File: config.mk
export PLATFORM = sky130hd
export DESIGN_NAME = dcache_tag_store_flat
export DESIGN_NICKNAME = d
export VERILOG_FILES = /design/src/logic/dcache_geom_pkg.sv /design/src/logic/dcache_array_if.sv /design/src/logic/dcache_tag_store.sv /design/src/flat_wrapper.sv
export SDC_FILE = /design/constraint.sdc
export NUM_CORES = 1
export LEC_CHECK = 0
export ABC_CLOCK_PERIOD_IN_PS = 4270
export BUFFER_PORTS_ARGS = -buffer_cell sky130_fd_sc_hd__buf_2
export CAP_MARGIN = 20
export CORE_MARGIN = 3
export CORE_UTILIZATION = 45
export DETAILED_ROUTE_END_ITERATION = 12
export PLACE_DENSITY = 0.59
export SLEW_MARGIN = 0
export SYNTH_ARGS = -nofsm -noshare
export SYNTH_HDL_FRONTEND = slang
export SYNTH_SLANG_ARGS = --single-unit
export TNS_END_PERCENT = 100
File: constraint.sdc
create_clock -name clk -period 4.27 [get_ports clk]
set_input_delay 0.854 -clock clk [delete_from_list [all_inputs] [get_ports clk]]
set_output_delay 0.854 -clock clk [all_outputs]
set_load 0.05 [all_outputs]
File: src/logic/dcache_geom_pkg.sv
package dcache_geom_pkg;

    localparam int addr_width     = 32;
    localparam int word_width     = 32;
    localparam int words_per_line = 4;
    localparam int num_ways       = 2;
    localparam int num_sets       = 16;

    localparam int strb_width     = word_width / 8;
    localparam int word_sel_width = $clog2(words_per_line);
    localparam int byte_sel_width = $clog2(strb_width);
    localparam int way_sel_width  = $clog2(num_ways);
    localparam int offset_width   = word_sel_width + byte_sel_width;  // 4
    localparam int index_width    = $clog2(num_sets);                 // 4
    localparam int tag_width      = addr_width - index_width - offset_width;
    localparam int line_width     = word_width * words_per_line;

    // same address seen flat or split into cache fields
    typedef union packed {
        logic [addr_width-1:0] flat;
        struct packed {
            logic [tag_width-1:0]      tag;
            logic [index_width-1:0]    index;
            logic [word_sel_width-1:0] word;
            logic [byte_sel_width-1:0] byte_off;
        } f;
    } cache_addr_t;

endpackage
File: src/logic/dcache_array_if.sv
interface dcache_array_if ();
    import dcache_geom_pkg::*;

    logic                                rd_en;
    logic [index_width-1:0]              rd_index;
    logic [index_width-1:0]              wr_index;
    logic [num_ways-1:0]                 refill_way_we;
    logic [tag_width-1:0]                refill_tag;
    logic [line_width-1:0]               refill_line;
    logic [num_ways-1:0]                 store_way_we;
    logic [word_sel_width-1:0]           store_word;
    logic [word_width-1:0]               store_data;
    logic                                plru_update;
    logic [way_sel_width-1:0]            plru_hit_way;

    logic [num_ways-1:0][tag_width-1:0]  tag_q;
    logic [num_ways-1:0]                 valid_q;
    logic [num_ways-1:0]                 dirty_q;
    logic [num_ways-1:0][line_width-1:0] line_q;
    logic [way_sel_width-1:0]            victim_way;  // plru bit of the set last read

    modport ctrl (
        output rd_en, rd_index, wr_index, refill_way_we, refill_tag, refill_line,
               store_way_we, store_word, store_data, plru_update, plru_hit_way,
        input  tag_q, valid_q, dirty_q, line_q, victim_way
    );

    modport tags (
        input  rd_en, rd_index, wr_index, refill_way_we, refill_tag, store_way_we,
               plru_update, plru_hit_way,
        output tag_q, valid_q, dirty_q, victim_way
    );

    modport data (
        input  rd_en, rd_index, wr_index, refill_way_we, refill_line, store_way_we,
               store_word, store_data,
        output line_q
    );

endinterface

File: src/logic/dcache_tag_store.sv
module dcache_tag_store (
    input logic          clk,
    input logic          reset,
    dcache_array_if.tags arr
);
    import dcache_geom_pkg::*;

    logic [tag_width-1:0] tag_mem [num_ways][num_sets];
    logic [num_sets-1:0]  valid_bits [num_ways];
    logic [num_sets-1:0]  dirty_bits [num_ways];
    logic [num_sets-1:0]  plru_bits;  // 1 = replace way 1 next
    logic                 plru_fwd;

    // tag ram, written only on refill
    always_ff @(posedge clk) begin
        for (int w = 0; w < num_ways; w++) begin
            if (arr.refill_way_we[w])
                tag_mem[w][arr.wr_index] <= arr.refill_tag;
        end
    end

    always_ff @(posedge clk) begin
        if (reset) begin
            for (int w = 0; w < num_ways; w++) begin
                valid_bits[w] <= '0;
                dirty_bits[w] <= '0;
            end
        end else begin
            for (int w = 0; w < num_ways; w++) begin
                if (arr.refill_way_we[w]) begin
                    valid_bits[w][arr.wr_index] <= 1'b1;
                    dirty_bits[w][arr.wr_index] <= 1'b0;  // fresh line is clean
                end else if (arr.store_way_we[w]) begin
                    dirty_bits[w][arr.wr_index] <= 1'b1;
                end
            end
        end
    end

    always_ff @(posedge clk) begin
        if (reset)
            plru_bits <= '0;
        else if (arr.plru_update)
            plru_bits[arr.wr_index] <= ~arr.plru_hit_way;  // point away from the hit
    end

    // update to the set being read in the same cycle
    assign plru_fwd = arr.plru_update && (arr.wr_index == arr.rd_index);

    always_ff @(posedge clk) begin
        if (arr.rd_en) begin
            for (int w = 0; w < num_ways; w++) begin
                arr.tag_q[w]   <= tag_mem[w][arr.rd_index];
                arr.valid_q[w] <= valid_bits[w][arr.rd_index];
                arr.dirty_q[w] <= dirty_bits[w][arr.rd_index];
            end
            arr.victim_way <= plru_fwd ? ~arr.plru_hit_way : plru_bits[arr.rd_index];
        end
    end

    // refill and store writes come from different controller states
    a_one_way_write: assert property (
        @(posedge clk) disable iff (reset)
        $onehot0({arr.refill_way_we, arr.store_way_we})
    );

endmodule

File: src/flat_wrapper.sv
// flat-port wrapper written by rule: the top's interface ports become plain ports
module dcache_tag_store_flat import dcache_geom_pkg::*;
  (clk, reset, arr_rd_en, arr_rd_index, arr_wr_index, arr_refill_way_we, arr_refill_tag, arr_store_way_we, arr_plru_update, arr_plru_hit_way, arr_tag_q, arr_valid_q, arr_dirty_q, arr_victim_way);
  dcache_array_if arr_i ();
  input logic clk;
  input logic reset;
  input wire logic [$bits(arr_i.rd_en)-1:0] arr_rd_en;
  input wire logic [$bits(arr_i.rd_index)-1:0] arr_rd_index;
  input wire logic [$bits(arr_i.wr_index)-1:0] arr_wr_index;
  input wire logic [$bits(arr_i.refill_way_we)-1:0] arr_refill_way_we;
  input wire logic [$bits(arr_i.refill_tag)-1:0] arr_refill_tag;
  input wire logic [$bits(arr_i.store_way_we)-1:0] arr_store_way_we;
  input wire logic [$bits(arr_i.plru_update)-1:0] arr_plru_update;
  input wire logic [$bits(arr_i.plru_hit_way)-1:0] arr_plru_hit_way;
  output wire logic [$bits(arr_i.tag_q)-1:0] arr_tag_q;
  output wire logic [$bits(arr_i.valid_q)-1:0] arr_valid_q;
  output wire logic [$bits(arr_i.dirty_q)-1:0] arr_dirty_q;
  output wire logic [$bits(arr_i.victim_way)-1:0] arr_victim_way;
  assign arr_i.rd_en = arr_rd_en;
  assign arr_i.rd_index = arr_rd_index;
  assign arr_i.wr_index = arr_wr_index;
  assign arr_i.refill_way_we = arr_refill_way_we;
  assign arr_i.refill_tag = arr_refill_tag;
  assign arr_i.store_way_we = arr_store_way_we;
  assign arr_i.plru_update = arr_plru_update;
  assign arr_i.plru_hit_way = arr_plru_hit_way;
  assign arr_tag_q = arr_i.tag_q;
  assign arr_valid_q = arr_i.valid_q;
  assign arr_dirty_q = arr_i.dirty_q;
  assign arr_victim_way = arr_i.victim_way;
  dcache_tag_store u_core (.clk(clk), .reset(reset), .arr(arr_i));
endmodule
==> metrics.md <==
| Metric | Value |
|---|---|
| Cells after Synth | 1451 |
| First-pass GRT wire length | 111 mm |
| Seq/Total Area, Yosys | 77.7% |
| Vias per cell | 5.85 |
| Routed WL | 75.4 mm |
| Final nets | 1636 |
| Die Y | 283 um |
| CP startpoint kind | primary input |
| GRT met2 Usage | 31.4% |
| Final setup violating endpoints | 0 |
| Initial antenna violation count | 3 |
| # rows | 100 |
| Switching share of total power | 21.4% |
| Die X | 283 um |
| Port Buffers | 93 |
| CTS resizes | 0 |
| Fraction of layout cells with a size suffix above 1 | 34.6% |
| Clk pwr share | 40.6% |
| Postcts setup bufs | 0 |
| Syn nets | 1492 |
| Clk Latency, worst-skew pair | 0.64 ns |
| Min Tclk post-route | 2.53 ns |
| GP Congestion | 0.761 |
| Layout Cells excl Fill | 2641 |
| Worst path max stage delay | 0.85 ns |
| CP cell instances | buf_2 -> nand2b_1 -> nor2_1 -> and2_2 -> or2_2 |
| Slew Limit Fails | 0 |
| Setup Skew | 0.0262 ns |
| Inst Count DP | 2470 |
| CP Buf/Inv Count | 1 |
| Pin count of the biggest net entering global routing | 88 |
| Clock root cell | clkbuf_16 |
| Worst EP required | 4.63 ns |
| Setup TNS Final | 0 ns |
| Leak | 12.5 nW |
| H-tree depth | 3 |
| Max Freq | 0.396 GHz |
| Arrival time at the worst endpoint | 2.89 ns |
| Most Crowded Layer GR | met2 |
| Post-Syn Area | 34400 um2 |
| CTS tree | built |
| Number of DRC markers in iteration 0 | 1466 |
| RSZ-0062 raised after global routing | no |
| Fin crit share | 59.2% |
| Routing usage on met1 | 28.0% |
| Largest delay contributor family on the critical path | simple AND/OR/NAND/NOR gates |
| Worst-margin pin slew | 1.05 ns |
| Crit-path max FO | 25 |
| Worst path slowest cell | and2_2 |
| Final hold viol count | 0 |
| Switching Power | 4.01 mW |
| Sequential power share | 53.5% |
| Die area | 79800 um2 |
| Worst min path class | register to register |
| Seq cells post-synth | 901 |
| Worst vdd ir | 0.303 mV |
| Maxcap violations | 0 |
| Yosys warns | 0 |
| DRT antenna net count | 0 |
| Setup CP Type | primary input to register |
| Gr usage total | 19.4% |
| Syn Area/Cell | 23.7 um2 |
| Initial Util | 45.8% |
| # IOs | 94 |
| Relative max-transition margin | 30.2% |
| Hpwl dp | 41.4 mm |
| Routed via count | 15500 |
| GR Overflow Total | 0 |
| P&R area growth vs syn | 13.2% |
| CP endpoint kind | register |
| Num CTS Buffers | 92 |
| DRC | 0 |
| Clock-pin slew on the worst setup and hold paths | 0.06 ns |
| CTS Sinks | 901 |
| DRT Pass-1 Iters | 5 |
| Hold-fix buffers, CTS | 0 |
| Distinct cells, synth | 26 |
| Mean routed wirelength per cell | 28.5 um |
| Core box area | 75100 um2 |
| P_int | 14.7 mW |
| Fill count | 5813 |
| Total power density per cell area | 481 nW/um2 |
| Status | complete, no violations |
| Vias in the first global route | 16300 |
| Max Buffers Root-to-Sink | 3 |
| Met3 Track Usage GR | 2.91% |
| Combinational group share of total power | 5.9% |
-- layout make-up --
type                    instances  area (um2)  share of cell area, %
diodes                          1        2.50                0.00642
clock buffers                 119        2490                   6.39
clock inverters                51         372                  0.954
inverters                       1        3.75                0.00964
multi-input cells             459        7200                   18.5
flip-flops and latches        901       26700                   68.6
well taps                     969        1210                   3.11
repair buffers                140         946                   2.43
-- Yosys cell counts --
master | n | share of area [%]
a21o_1 | 31 | 0.68
a21oi_1 | 32 | 0.47
a311oi_1 | 16 | 0.41
and2_1 | 32 | 0.58
buf_1 | 15 | 0.16
buf_12 | 1 | 0.058
buf_2 | 10 | 0.15
buf_6 | 20 | 0.65
clkbuf_1 | 44 | 0.48
dfxtp_1 | 32 | 1.9
edfxtp_1 | 869 | 76
inv_1 | 1 | 0.011
mux4_1 | 5 | 0.38
mux4_2 | 260 | 17
nand2_1 | 3 | 0.033
nand2b_1 | 4 | 0.073
nand3_1 | 1 | 0.015
nor2_1 | 28 | 0.31
nor3_1 | 14 | 0.20
nor3_2 | 1 | 0.029
nor4_1 | 7 | 0.13
o21ai_1 | 1 | 0.015
o31ai_1 | 1 | 0.022
or2_2 | 18 | 0.33
or3b_2 | 1 | 0.025
xnor2_1 | 4 | 0.10
-- registers in the layout, summed over array words and instances (netlist names) --
name	flops
u_core.tag_mem	768
u_core.arr.tag_q	48
u_core.dirty_bits	32
u_core.valid_bits	32
u_core.plru_bits	16
u_core.arr.dirty_q	2
u_core.arr.valid_q	2
u_core.arr.victim_way	1
-- through the flow --
step           total power [mW]  setup slack (ns)  util [%]  area [um2]  hold WS, ns
6_report                   18.7              1.74      51.9       39000        0.465
3_3_place_gp               11.3              1.14      48.1       36100        0.445
3_5_place_dp               11.3              1.11      48.1       36100        0.450
5_1_grt                    19.3              1.61      51.9       39000        0.491
4_1_cts                    18.9              1.77      51.9       39000        0.465
2_1_floorplan              10.9              1.34         -       34400        0.431
-- path summary, 6_finish.rpt --
kind                      startpoint                      end  slack (ns)  cells past startpoint
max                  arr_wr_index[2]  u_core.valid_bits[0][9]        1.74                      5
min          u_core.dirty_bits[1][6]  u_core.dirty_bits[1][6]        0.46                      2
max reg2reg     u_core.plru_bits[11]    u_core.arr.victim_way        2.53                      4
min reg2reg  u_core.dirty_bits[1][6]  u_core.dirty_bits[1][6]        0.46                      2
-- worst register-to-register path, stage by stage (launching register included) --
cell and delay (ns):
dfxtp_1 0.31, mux4_2 0.50, mux4_2 0.51, o21ai_1 0.09, o31ai_1 0.08
-- kinds of logic (layout without fill, tap and decap cells) --
kind of cell	count (synthesis)	in the layout	share of synthesized area (%)
buf+inv	91	311	1.51
compound gates	81	81	1.59
mux	265	265	17.4
xor+xnor	4	4	0.102
simple gates	109	109	1.72
flops	901	901	77.7
other cells	0	1	0
-- layer usage --
layer | share of wire, % | wire length [um]
met5 | 0 | 0
met4 | 1.6 | 1220
met3 | 4.9 | 3720
met2 | 50 | 37700
met1 | 44 | 32800
-- cells in the final DEF, fill, tap and decap left out, types with 22 or more instances in the layout --
| cell type | instances |
|---|---|
| buf_4 | 42 |
| edfxtp_1 | 869 |
| dfxtp_1 | 32 |
| a21oi_1 | 32 |
| nor2_1 | 28 |
| clkbuf_16 | 95 |
| mux4_2 | 260 |
| a21o_1 | 31 |
| clkbuf_1 | 22 |
| and2_2 | 30 |
| buf_2 | 88 |
-- power groups by stage --
stage / logic [mW] / clock network (mW) / registers (mW)
after CTS: 1.13 / 7.76 / 10.0
after global placement: 1.11 / 0 / 10.2
after global routing: 1.18 / 8.12 / 10.0
after detailed placement: 1.13 / 0 / 10.2
after floorplan: 0.584 / 0 / 10.3
final: 1.11 / 7.61 / 10.0
No activity file was read; power rests on OpenSTA's default activity.
