===== src/logic/dcache_ctrl_pkg.sv =====
package dcache_ctrl_pkg;

    localparam int state_width = 3;

    // miss controller states
    localparam logic [state_width-1:0] st_lookup      = 3'd0;
    localparam logic [state_width-1:0] st_miss_dirty  = 3'd1;  // asking for write bus
    localparam logic [state_width-1:0] st_writeback   = 3'd2;  // waiting for write done
    localparam logic [state_width-1:0] st_miss_clean  = 3'd3;  // asking for read bus
    localparam logic [state_width-1:0] st_refill      = 3'd4;  // waiting for line
    localparam logic [state_width-1:0] st_refill_done = 3'd5;  // re-read of the set

endpackage


===== src/logic/dcache_geom_pkg.sv =====
package dcache_geom_pkg;

    localparam int addr_width     = 32;
    localparam int word_width     = 32;
    localparam int words_per_line = 4;
    localparam int num_ways       = 2;
    localparam int num_sets       = 16;

    localparam int strb_width     = word_width / 8;
    localparam int word_sel_width = $clog2(words_per_line);
    localparam int byte_sel_width = $clog2(strb_width);
    localparam int way_sel_width  = $clog2(num_ways);
    localparam int offset_width   = word_sel_width + byte_sel_width;  // 4
    localparam int index_width    = $clog2(num_sets);                 // 4
    localparam int tag_width      = addr_width - index_width - offset_width;
    localparam int line_width     = word_width * words_per_line;

    // same address seen flat or split into cache fields
    typedef union packed {
        logic [addr_width-1:0] flat;
        struct packed {
            logic [tag_width-1:0]      tag;
            logic [index_width-1:0]    index;
            logic [word_sel_width-1:0] word;
            logic [byte_sel_width-1:0] byte_off;
        } f;
    } cache_addr_t;

endpackage

===== src/logic/dcache_array_if.sv =====
interface dcache_array_if ();
    import dcache_geom_pkg::*;

    logic                                rd_en;
    logic [index_width-1:0]              rd_index;
    logic [index_width-1:0]              wr_index;
    logic [num_ways-1:0]                 refill_way_we;
    logic [tag_width-1:0]                refill_tag;
    logic [line_width-1:0]               refill_line;
    logic [num_ways-1:0]                 store_way_we;
    logic [word_sel_width-1:0]           store_word;
    logic [word_width-1:0]               store_data;
    logic                                plru_update;
    logic [way_sel_width-1:0]            plru_hit_way;

    logic [num_ways-1:0][tag_width-1:0]  tag_q;
    logic [num_ways-1:0]                 valid_q;
    logic [num_ways-1:0]                 dirty_q;
    logic [num_ways-1:0][line_width-1:0] line_q;
    logic [way_sel_width-1:0]            victim_way;  // plru bit of the set last read

    modport ctrl (
        output rd_en, rd_index, wr_index, refill_way_we, refill_tag, refill_line,
               store_way_we, store_word, store_data, plru_update, plru_hit_way,
        input  tag_q, valid_q, dirty_q, line_q, victim_way
    );

    modport tags (
        input  rd_en, rd_index, wr_index, refill_way_we, refill_tag, store_way_we,
               plru_update, plru_hit_way,
        output tag_q, valid_q, dirty_q, victim_way
    );

    modport data (
        input  rd_en, rd_index, wr_index, refill_way_we, refill_line, store_way_we,
               store_word, store_data,
        output line_q
    );

endinterface


===== src/logic/dcache_miss_ctrl.sv =====
module dcache_miss_ctrl (
    input  logic                                   clk,
    input  logic                                   reset,
    input  logic                                   req_valid,
    input  logic                                   req_write,
    input  logic [dcache_geom_pkg::addr_width-1:0] req_addr,
    input  logic [dcache_geom_pkg::word_width-1:0] req_wdata,
    input  logic [dcache_geom_pkg::strb_width-1:0] req_wstrb,
    output logic [dcache_geom_pkg::word_width-1:0] rdata,
    output logic                                   busy,
    output logic                                   mem_rd_req,
    output logic [dcache_geom_pkg::addr_width-1:0] mem_rd_addr,
    input  logic                                   mem_rd_rdy,
    input  logic                                   mem_ret_valid,
    input  logic [dcache_geom_pkg::line_width-1:0] mem_ret_data,
    output logic                                   mem_wr_req,
    output logic [dcache_geom_pkg::addr_width-1:0] mem_wr_addr,
    output logic [dcache_geom_pkg::line_width-1:0] mem_wr_data,
    input  logic                                   mem_wr_rdy,
    input  logic                                   mem_wr_valid,
    dcache_array_if.ctrl                           arr
);
    import dcache_geom_pkg::*;
    import dcache_ctrl_pkg::*;

    cache_addr_t              req_a;
    cache_addr_t              buf_addr;
    logic                     buf_valid;
    logic                     buf_write;
    logic [word_width-1:0]    buf_wdata;
    logic [strb_width-1:0]    buf_wstrb;
    logic [state_width-1:0]   state;
    logic [state_width-1:0]   state_nx;
    logic                     accept;
    logic                     in_lookup;
    logic [num_ways-1:0]      hit_vec;
    logic                     hit;
    logic [way_sel_width-1:0] hit_way;
    logic [line_width-1:0]    hit_line;
    logic [word_width-1:0]    hit_word;
    logic [word_width-1:0]    merged;
    logic                     victim_dirty;

    assign req_a.flat = req_addr;
    assign in_lookup  = (state == st_lookup);
    assign accept     = req_valid && !busy;

    always_comb begin
        hit_way = '0;
        for (int w = 0; w < num_ways; w++) begin
            hit_vec[w] = arr.valid_q[w] && (arr.tag_q[w] == buf_addr.f.tag);
            if (hit_vec[w])
                hit_way = way_sel_width'(w);
        end
    end

    assign hit      = |hit_vec;
    assign hit_line = arr.line_q[hit_way];
    assign hit_word = hit_line[buf_addr.f.word*word_width +: word_width];
    assign rdata    = hit_word;

    always_comb begin
        for (int b = 0; b < strb_width; b++)
            merged[b*8 +: 8] = buf_wstrb[b] ? buf_wdata[b*8 +: 8] : hit_word[b*8 +: 8];
    end

    // a store hit costs one cycle and a miss holds until the re-read hits
    assign busy = !in_lookup || (buf_valid && (!hit || buf_write));

    always_ff @(posedge clk) begin
        if (reset)
            buf_valid <= 1'b0;
        else if (accept)
            buf_valid <= 1'b1;
        else if (in_lookup && hit)
            buf_valid <= 1'b0;  // request done
    end

    always_ff @(posedge clk) begin
        if (accept) begin
            buf_addr.flat <= req_addr;
            buf_write     <= req_write;
            buf_wdata     <= req_wdata;
            buf_wstrb     <= req_wstrb;
        end
    end

    assign victim_dirty = arr.valid_q[arr.victim_way] && arr.dirty_q[arr.victim_way];

    always_ff @(posedge clk) begin
        if (reset)
            state <= st_lookup;
        else
            state <= state_nx;
    end

    always_comb begin
        state_nx = state;
        case (state)
            st_lookup:
                if (buf_valid && !hit)
                    state_nx = victim_dirty ? st_miss_dirty : st_miss_clean;
            st_miss_dirty:
                if (mem_wr_rdy)
                    state_nx = st_writeback;
            st_writeback:
                if (mem_wr_valid)
                    state_nx = st_miss_clean;
            st_miss_clean:
                if (mem_rd_rdy)
                    state_nx = st_refill;
            st_refill:
                if (mem_ret_valid)
                    state_nx = st_refill_done;
            default:
                state_nx = st_lookup;
        endcase
    end

    assign arr.rd_en    = accept || (state == st_refill_done);
    assign arr.rd_index = accept ? req_a.f.index : buf_addr.f.index;
    assign arr.wr_index = buf_addr.f.index;

    always_comb begin
        arr.refill_way_we = '0;
        if (state == st_refill && mem_ret_valid)
            arr.refill_way_we[arr.victim_way] = 1'b1;
    end

    assign arr.refill_tag   = buf_addr.f.tag;
    assign arr.refill_line  = mem_ret_data;
    assign arr.store_way_we = (in_lookup && buf_valid && buf_write) ? hit_vec : '0;
    assign arr.store_word   = buf_addr.f.word;
    assign arr.store_data   = merged;
    assign arr.plru_update  = in_lookup && buf_valid && hit;
    assign arr.plru_hit_way = hit_way;

    // victim tag and line still sit in the read registers
    assign mem_rd_req  = (state == st_miss_clean);
    assign mem_rd_addr = {buf_addr.f.tag, buf_addr.f.index, {offset_width{1'b0}}};
    assign mem_wr_req  = (state == st_miss_dirty);
    assign mem_wr_addr = {arr.tag_q[arr.victim_way], buf_addr.f.index, {offset_width{1'b0}}};
    assign mem_wr_data = arr.line_q[arr.victim_way];

    // write bus only for a valid dirty victim and never beside a refill request
    a_bus_excl: assert property (
        @(posedge clk) disable iff (reset) mem_wr_req |-> !mem_rd_req && victim_dirty
    );

    // cpu has to wait out busy
    a_no_req_busy: assert property (
        @(posedge clk) disable iff (reset) busy |-> !req_valid
    );

endmodule


===== src/flat_wrapper.sv =====
// flat-port wrapper written by rule: the top's interface ports become plain ports
module dcache_miss_ctrl_flat import dcache_geom_pkg::*; import dcache_ctrl_pkg::*;
  (clk, reset, req_valid, req_write, req_addr, req_wdata, req_wstrb, rdata, busy, mem_rd_req, mem_rd_addr, mem_rd_rdy, mem_ret_valid, mem_ret_data, mem_wr_req, mem_wr_addr, mem_wr_data, mem_wr_rdy, mem_wr_valid, arr_rd_en, arr_rd_index, arr_wr_index, arr_refill_way_we, arr_refill_tag, arr_refill_line, arr_store_way_we, arr_store_word, arr_store_data, arr_plru_update, arr_plru_hit_way, arr_tag_q, arr_valid_q, arr_dirty_q, arr_line_q, arr_victim_way);
  dcache_array_if arr_i ();
  input  logic clk;
  input  logic reset;
  input  logic req_valid;
  input  logic req_write;
  input  logic [dcache_geom_pkg::addr_width-1:0] req_addr;
  input  logic [dcache_geom_pkg::word_width-1:0] req_wdata;
  input  logic [dcache_geom_pkg::strb_width-1:0] req_wstrb;
  output logic [dcache_geom_pkg::word_width-1:0] rdata;
  output logic busy;
  output logic mem_rd_req;
  output logic [dcache_geom_pkg::addr_width-1:0] mem_rd_addr;
  input  logic mem_rd_rdy;
  input  logic mem_ret_valid;
  input  logic [dcache_geom_pkg::line_width-1:0] mem_ret_data;
  output logic mem_wr_req;
  output logic [dcache_geom_pkg::addr_width-1:0] mem_wr_addr;
  output logic [dcache_geom_pkg::line_width-1:0] mem_wr_data;
  input  logic mem_wr_rdy;
  input  logic mem_wr_valid;
  output wire logic [$bits(arr_i.rd_en)-1:0] arr_rd_en;
  output wire logic [$bits(arr_i.rd_index)-1:0] arr_rd_index;
  output wire logic [$bits(arr_i.wr_index)-1:0] arr_wr_index;
  output wire logic [$bits(arr_i.refill_way_we)-1:0] arr_refill_way_we;
  output wire logic [$bits(arr_i.refill_tag)-1:0] arr_refill_tag;
  output wire logic [$bits(arr_i.refill_line)-1:0] arr_refill_line;
  output wire logic [$bits(arr_i.store_way_we)-1:0] arr_store_way_we;
  output wire logic [$bits(arr_i.store_word)-1:0] arr_store_word;
  output wire logic [$bits(arr_i.store_data)-1:0] arr_store_data;
  output wire logic [$bits(arr_i.plru_update)-1:0] arr_plru_update;
  output wire logic [$bits(arr_i.plru_hit_way)-1:0] arr_plru_hit_way;
  input wire logic [$bits(arr_i.tag_q)-1:0] arr_tag_q;
  input wire logic [$bits(arr_i.valid_q)-1:0] arr_valid_q;
  input wire logic [$bits(arr_i.dirty_q)-1:0] arr_dirty_q;
  input wire logic [$bits(arr_i.line_q)-1:0] arr_line_q;
  input wire logic [$bits(arr_i.victim_way)-1:0] arr_victim_way;
  assign arr_rd_en = arr_i.rd_en;
  assign arr_rd_index = arr_i.rd_index;
  assign arr_wr_index = arr_i.wr_index;
  assign arr_refill_way_we = arr_i.refill_way_we;
  assign arr_refill_tag = arr_i.refill_tag;
  assign arr_refill_line = arr_i.refill_line;
  assign arr_store_way_we = arr_i.store_way_we;
  assign arr_store_word = arr_i.store_word;
  assign arr_store_data = arr_i.store_data;
  assign arr_plru_update = arr_i.plru_update;
  assign arr_plru_hit_way = arr_i.plru_hit_way;
  assign arr_i.tag_q = arr_tag_q;
  assign arr_i.valid_q = arr_valid_q;
  assign arr_i.dirty_q = arr_dirty_q;
  assign arr_i.line_q = arr_line_q;
  assign arr_i.victim_way = arr_victim_way;
  dcache_miss_ctrl u_core (.clk(clk), .reset(reset), .req_valid(req_valid), .req_write(req_write), .req_addr(req_addr), .req_wdata(req_wdata), .req_wstrb(req_wstrb), .rdata(rdata), .busy(busy), .mem_rd_req(mem_rd_req), .mem_rd_addr(mem_rd_addr), .mem_rd_rdy(mem_rd_rdy), .mem_ret_valid(mem_ret_valid), .mem_ret_data(mem_ret_data), .mem_wr_req(mem_wr_req), .mem_wr_addr(mem_wr_addr), .mem_wr_data(mem_wr_data), .mem_wr_rdy(mem_wr_rdy), .mem_wr_valid(mem_wr_valid), .arr(arr_i));
endmodule

===== config.mk =====
export PLATFORM = sky130hd
export DESIGN_NAME = dcache_miss_ctrl_flat
export DESIGN_NICKNAME = d
export VERILOG_FILES = /design/src/logic/dcache_ctrl_pkg.sv /design/src/logic/dcache_geom_pkg.sv /design/src/logic/dcache_array_if.sv /design/src/logic/dcache_miss_ctrl.sv /design/src/flat_wrapper.sv
export SDC_FILE = /design/constraint.sdc
export NUM_CORES = 1
export LEC_CHECK = 0
export BUFFER_PORTS_ARGS = -buffer_cell sky130_fd_sc_hd__buf_2
export CAP_MARGIN = 10
export CELL_PAD_IN_SITES_DETAIL_PLACEMENT = 0
export CELL_PAD_IN_SITES_GLOBAL_PLACEMENT = 1
export CORE_AREA = 2 2 372 374
export DETAILED_ROUTE_END_ITERATION = 8
export DIE_AREA = 0 0 374 376
export PLACE_DENSITY = 0.41
export SYNTH_ARGS = -nofsm -noshare
export SYNTH_HDL_FRONTEND = slang
export SYNTH_SLANG_ARGS = --single-unit

===== constraint.sdc =====
create_clock -name clk -period 6.1 [get_ports clk]
set_input_delay 0.61 -clock clk [delete_from_list [all_inputs] [get_ports clk]]
set_output_delay 0.61 -clock clk [all_outputs]
set_load 0.005 [all_outputs]

==> results of run 1 <==
==> where the power goes <==
group          switching [mW]  leakage [nW]  total [mW]  internal, mW
Clock                   0.297         0.135       0.613         0.316
Sequential              0.159         0.662       0.837         0.678
Combinational            1.15          5.01        1.86         0.714
Total                    1.61          5.80        3.31          1.71
==> area by class of cell <==
| class | instances | area (um2) | share of cell area |
|---|---|---|---|
| Clock buffer | 10 | 229 | 0.0162 |
| Antenna cell | 10 | 25.0 | 0.00177 |
| Tap cell | 1794 | 2240 | 0.159 |
| Multi-Input combinational cell | 753 | 5760 | 0.408 |
| Timing Repair Buffer | 709 | 3690 | 0.262 |
| Inverter | 5 | 18.8 | 0.00133 |
| Clock inverter | 5 | 58.8 | 0.00416 |
| Sequential cell | 71 | 2090 | 0.148 |
==> path summary, 6_finish.rpt <==
| check | endpoint | slack [ns] | cells after the start |
|---|---|---|---|
| max | rdata[23] | 1.32 | 8 |
| min | u_core.buf_wdata[8] | 0.37 | 1 |
| max reg2reg | u_core.buf_wdata[30] | 2.36 | 7 |
| min reg2reg | u_core.buf_valid | 0.64 | 2 |
==> cell usage after synthesis (all sizes together) (4+ instances only) <==
cell,count,area (um2)
inv,5,18.8
a211oi,34,255
mux2i,129,1290
edfxtp,67,2010
o221ai,32,280
buf,194,1390
nand2,106,398
nor4,4,25.0
nor2,75,289
dfxtp,4,80.1
a21oi,9,45.0
clkbuf,51,191
o21ai,34,170
xnor2,45,394
nand3,6,30.0
nor2b,37,231
mux2,156,1760
nor3,6,30.0
nand4,52,325
==> cells by family after synthesis <==
family | count (synthesis) | synth area share
flip-flops | 71 | 0.223
AND/OR/NAND/NOR | 297 | 0.151
XOR/XNOR | 48 | 0.0447
other | 1 | 0.000399
multiplexers | 285 | 0.324
AO/OA/AOI/OAI | 115 | 0.0872
buffers and inverters | 250 | 0.170
==> critical path: cells and delay by family (launching register included) <==
kind                   cells  cell delay (ns)
flip-flops                 1             0.55
AO/OA/AOI/OAI              2             0.95
XOR/XNOR                   1             0.39
AND/OR/NAND/NOR            3             1.06
buffers and inverters      2             0.72
==> registers in the layout (all words and copies together), names as in the netlist <==
| register | count |
|---|---|
| u_core.buf_addr | 30 |
| u_core.buf_valid | 1 |
| u_core.buf_wdata | 32 |
| u_core.buf_write | 1 |
| u_core.buf_wstrb | 4 |
| u_core.state | 3 |
==> stage by stage <==
stage	instance area, um2	worst slack, ns
finish	14100	1.32
global route	14100	1.08
CTS	14100	1.22
detailed placement	13800	1.55
global placement	13800	1.52
floorplan	9420	1.47
==> metal layers <==
layer / GRT usage / part of all wire / vias to the layer above
met4: 0.0273 / 0.018 / 12
met2: 0.179 / 0.44 / 596
met3: 0.0557 / 0.11 / 91
li1: - / - / 4671
met5: 0 / 0.0010 / -
met1: 0.147 / 0.43 / 4949
==> summary.md, run 1 <==
| Metric | Value |
|---|---|
| Setup TNS | 0 ns |
| Slowest CP cell | o21ai_0 |
| Num CTS Buffers | 9 |
| Maximum clock frequency | roughly 210 MHz |
| Clock Tree Root | clkbuf_16 |
| CP Max Fanout | 26 |
| Syn Inst Count | approximately 1100 |
| Post-route insts no fill | 3357 |
| Layout cells sized above 1 | 0.572 |
| VDD IR max | 0.162 mV |
| Post-synth EDFFs | 67 |
| Max-slew headroom | 0.359 |
| Starting DRC count in detailed routing | around 490 |
| Arr. time, crit path | roughly 4.2 ns |
| Yosys cell types | 40 |
| Worst setup path start | u_core.buf_addr[14] |
| GRT overflow | 0 |
| Nets@finish | just over 2000 |
| Unrepaired setup endpoints after global routing | false |
| CTS tree | built |
| Max incr delay on CP | ~0.8 ns |
| Final Critical Period | approximately 4.8 ns |
| Tot Pwr | around 3.3 mW |
| Dpl hpwl | around 76000 um |
| DR vias/cell | 3.07 |
| CP Capture Type | primary output |
| Register bit total from synthesis | 71 |
| Drt total wl | 85800 um |
| ANT nets after route | 0 |
| Final Wtd Congestion | 0.850 |
| Post-synthesis to final-layout area growth | 50.3% |
| Mean Syn Cell Area | 8.81 um2 |
| Critical path type | reg -> out |
| Die Area | 0.141 mm2 |
| # rows | between 100 and 150 |
| Cts repair resizes | 0 |
| PD cells | 235 mW/mm2 |
| Final Hold Viols | 0 |
| Worst setup SP type | flip-flop |
| Clock buffer depth | 2 |
| Sequential share of the synthesized area | 0.223 |
| Max-Cap Viols | 0 |
| Core footprint | roughly 0.14 mm2 |
| # setup viols final | 0 |
| DRC | 0 |
| 1st-pass router iterations | 4 |
| Vias | around 10000 |
| Vias in the first global route | between 10000 and 15000 |
| Hold slack | 0.372 ns |
| Mapped cell area | approximately 0.0094 mm2 |
| Outcome | finished, final reports clean |
| Post-CTS setup buffers | 0 |
| Most frequent cells in the layout | buf_2 (673), mux2_2 (156), mux2i_1 (127), nand2_1 (106), nor2_1 (73) |
| Clock skew | between 0.015 and 0.02 ns |
| Beginning of the worst hold path | req_wdata[8] |
| Clk slew on worst S/H paths | roughly 0.08 ns |
| Largest net degree at the start of global routing | 77 |
| Die width | roughly 370 um |
| Fin. max-slew vios | 0 |
| Yosys warnings | 0 |
| Placed cell count | between 3000 and 4000 |
| Global Route Usage Sum | 0.117 |
| CTS sink cnt | 71 |
| Filler cells | 16100 |
| Leakage | 5.80 nW |
| CP Cell Sequence | xnor2_1, nand4_1, or4b_1, nor2_4, buf_4, a211oi_1, o21ai_0, buf_2 |
| Post-CTS Hold Buffers | 0 |
| Commonest non-fill, non-tap cell in the layout | buf_2 |
| Clock Latency Late Sink | about 0.41 ns |
| CTS H-tree depth | 3 |
| Global-route wire length before repair | 107000 um |
| Ports | 941 |
| Worst Hold Class | in -> reg |
| # port buffers | around 670 |
| Critical Path RT | roughly 5.5 ns |
| Final Cycle Share | 0.783 |
| Synth async-reset ratio | 0 |
| Antenna violations before repair | 46 |
| Die extent in y | 376 um |
| RR Startpoint | u_core.buf_addr[14] |
| Initial Utilization | 0.0688 |
| Primary FF master, synth | edfxtp_1 |
| Slew @ Worst Pin | approximately 0.95 ns |
| Detailed-route wire length per cell | between 20 and 30 um |
| Finished Core Util | 0.103 |
Power figures use the tool's default switching activity.
==> run 2, diff against run 1 <==
Clock period 6.1 ns to 4.5 ns, I/O delays scaled along.
==> run 2 against run 1 <==
Compared with the run above:
- clock power increased by 30%
- first-iteration DRC count increased by 0.41%
- routed wire length decreased by 0.37%
- setup slack got worse by 1.0 ns
- hold slack got worse by 0.16 ns
- total power increased by 36%
- utilization increased by 0.12 points
- die area unchanged
- critical path depth unchanged
- register-to-register slack got worse by 1.4 ns
- critical path type unchanged
- highest routed layer unchanged
==> summary.md, run 2 (synthesized netlist as in run 1, its figures left out) <==
| Metric | Value |
|---|---|
| Area of placed instances | ~0.014 mm2 |
| Clock skew | ~0.014 ns |
| Worst setup SP type | flip-flop |
| Layout cells sized above 1 | 0.577 |
| Met1 Track Usage GR | 0.152 |
| Unrepaired setup endpoints after global routing | false |
| Starting DRC count in detailed routing | 491 |
| Nets@finish | 2078 |
| Drt total wl | between 80000 and 90000 um |
| Antenna violations before repair | 33 |
| GR Util met2 | 0.175 |
| Clock buffer depth | 2 |
| Worst Hold Class | in -> reg |
| Setup TNS | 0 ns |
| Maximum clock frequency | around 240 MHz |
| CTS H-tree depth | 3 |
| Worst Reg-to-Reg Cells | 6 |
| Slew @ Worst Pin | slightly below 0.9 ns |
| Core footprint | around 0.14 mm2 |
| Met3 usage | 0.0495 |
| Post-CTS setup buffers | 0 |
| Final Cycle Share | 0.932 |
| Beginning of the worst hold path | req_addr[14] |
| Top Registers | u_core.buf_wdata (32), u_core.buf_addr (30), u_core.buf_wstrb (4) |
| Max-slew headroom | 0.421 |
| # rows | ~140 |
| Post-synthesis to final-layout area growth | 52.0% |
| Final design area excluding fillers | around 0.014 mm2 |
| Critical path type | reg -> out |
| RR Startpoint | u_core.buf_addr[29] |
| Largest register by flop count | u_core.buf_wdata |
| DR vias/cell | 3.07 |
| Leakage | between 5 and 6 nW |
| Max-Cap Viols | 0 |
| Final Hold Viols | 0 |
| VDD IR max | roughly 0.18 mV |
| Vias in the first global route | between 10000 and 15000 |
| Die width | around 370 um |
| CP Capture Type | primary output |
| # port buffers | slightly below 700 |
| Critical Path RT | between 4 and 5 ns |
| Num CTS Buffers | 9 |
| Dpl hpwl | between 70000 and 80000 um |
| Final Wtd Congestion | approximately 0.84 |
| GRT overflow | 0 |
| DRC | 0 |
| Die extent in y | about 380 um |
| CTS tree | built |
| CTS sink cnt | about 70 |
| Clk slew on worst S/H paths | roughly 0.080 ns |
| Final Critical Period | ~4.2 ns |
| Hold EP | u_core.buf_addr[14] |
| PD cells | 314 mW/mm2 |
| Arr. time, crit path | between 3 and 4 ns |
| R2R setup slack | 1.00 ns |
| CP Max Fanout | 31 |
| Grt peak-use layer | met2 |
| 1st-pass router iterations | 5 |
| Largest net degree at the start of global routing | 87 |
| Commonest non-fill, non-tap cell in the layout | buf_2 |
| Hold path cells | 1 |
| Max reg flops | 32 |
| Reg2reg end | u_core.buf_wdata[21] |
| Vias | roughly 10000 |
| Post-CTS Hold Buffers | 0 |
| Fin. max-slew vios | 0 |
| Detailed-route wire length per cell | between 20 and 30 um |
| Ports | approximately 940 |
| Clock Latency Late Sink | around 0.41 ns |
| Die Area | between 0.1 and 0.15 mm2 |
| Global-route wire length before repair | about 110000 um |
| Clock Tree Root | clkbuf_16 |
| Global Route Usage Sum | 0.116 |
| Cts repair resizes | 0 |
| Most frequent cells in the layout | buf_2 (673), mux2_2 (156), mux2i_1 (127), nand2_1 (106), nor2_1 (73) |
| Outcome | finished, final reports clean |
| # setup viols final | 0 |
| ANT nets after route | 0 |
| Initial Utilization | 0.0688 |
## run 2: cell types whose count changed in the layout (fill, tap and decap cells not counted)
cell,change
bufinv_16,-1
inv_6,+1
buf_4,+13
clkinv_1,+1
clkinv_4,+1
diode_2,+4
clkinv_2,-1
buf_12,+3
inv_8,+1
clkbuf_1,-1
## run 2: how the worst max path moves through the flow
stage	slack (ns)	start	cells past startpoint	end
finish	0.31	u_core.buf_addr[29]	8	rdata[26]
global route	0.05	u_core.buf_addr[9]	8	rdata[26]
CTS	0.16	u_core.buf_addr[9]	8	rdata[26]
detailed placement	0.60	arr_tag_q[25]	9	rdata[26]
global placement	0.57	arr_tag_q[25]	9	rdata[26]
floorplan	0.16	u_core.buf_addr[9]	6	arr_rd_index[0]
## run 2: critical path, cell delays in order, from the launching register on
cell and delay [ns]:
edfxtp_1 0.47, xnor2_1 0.36, nand4_1 0.29, or4b_1 0.66
nor2_4 0.20, buf_12 0.25, mux2i_1 0.47, o21ai_0 0.32
buf_2 0.23
## run 2: area by class of cell
type / instances / area, um2
diodes: 14 / 35.0
multi-input cells: 753 / 5760
flip-flops and latches: 71 / 2090
clock inverters: 7 / 56.3
repair buffers: 725 / 3850
clock buffers: 9 / 225
fillers: 16000 / 122000
well taps: 1794 / 2240
inverters: 5 / 18.8
## run 2: where the power goes
part	internal, mW	switching, mW
Sequential	0.918	0.202
Clock	0.381	0.415
Combinational	1.01	1.57
Total	2.31	2.19
## run 2: metal layers
metal | part of all wire | vias to the layer above | wire length [um]
met4 | 0.018 | 14 | 1520
met2 | 0.43 | 592 | 37000
met1 | 0.45 | 4950 | 38100
met5 | 0.00083 | - | 71
li1 | - | 4728 | -
met3 | 0.10 | 91 | 8810
## run 2: per-stage QoR
step | hold slack, ns | total power, mW | setup slack (ns) | instances | utilization
global route | 0.165 | 4.84 | 0.0499 | 3364 | 0.104
finish | 0.210 | 4.49 | 0.305 | 3378 | 0.105
global placement | 0.614 | 3.81 | 0.573 | 3348 | 0.102
floorplan | 0.522 | 2.34 | 0.160 | 1074 | -
CTS | 0.132 | 4.68 | 0.162 | 3364 | 0.104
detailed placement | 0.609 | 3.79 | 0.600 | 3348 | 0.102
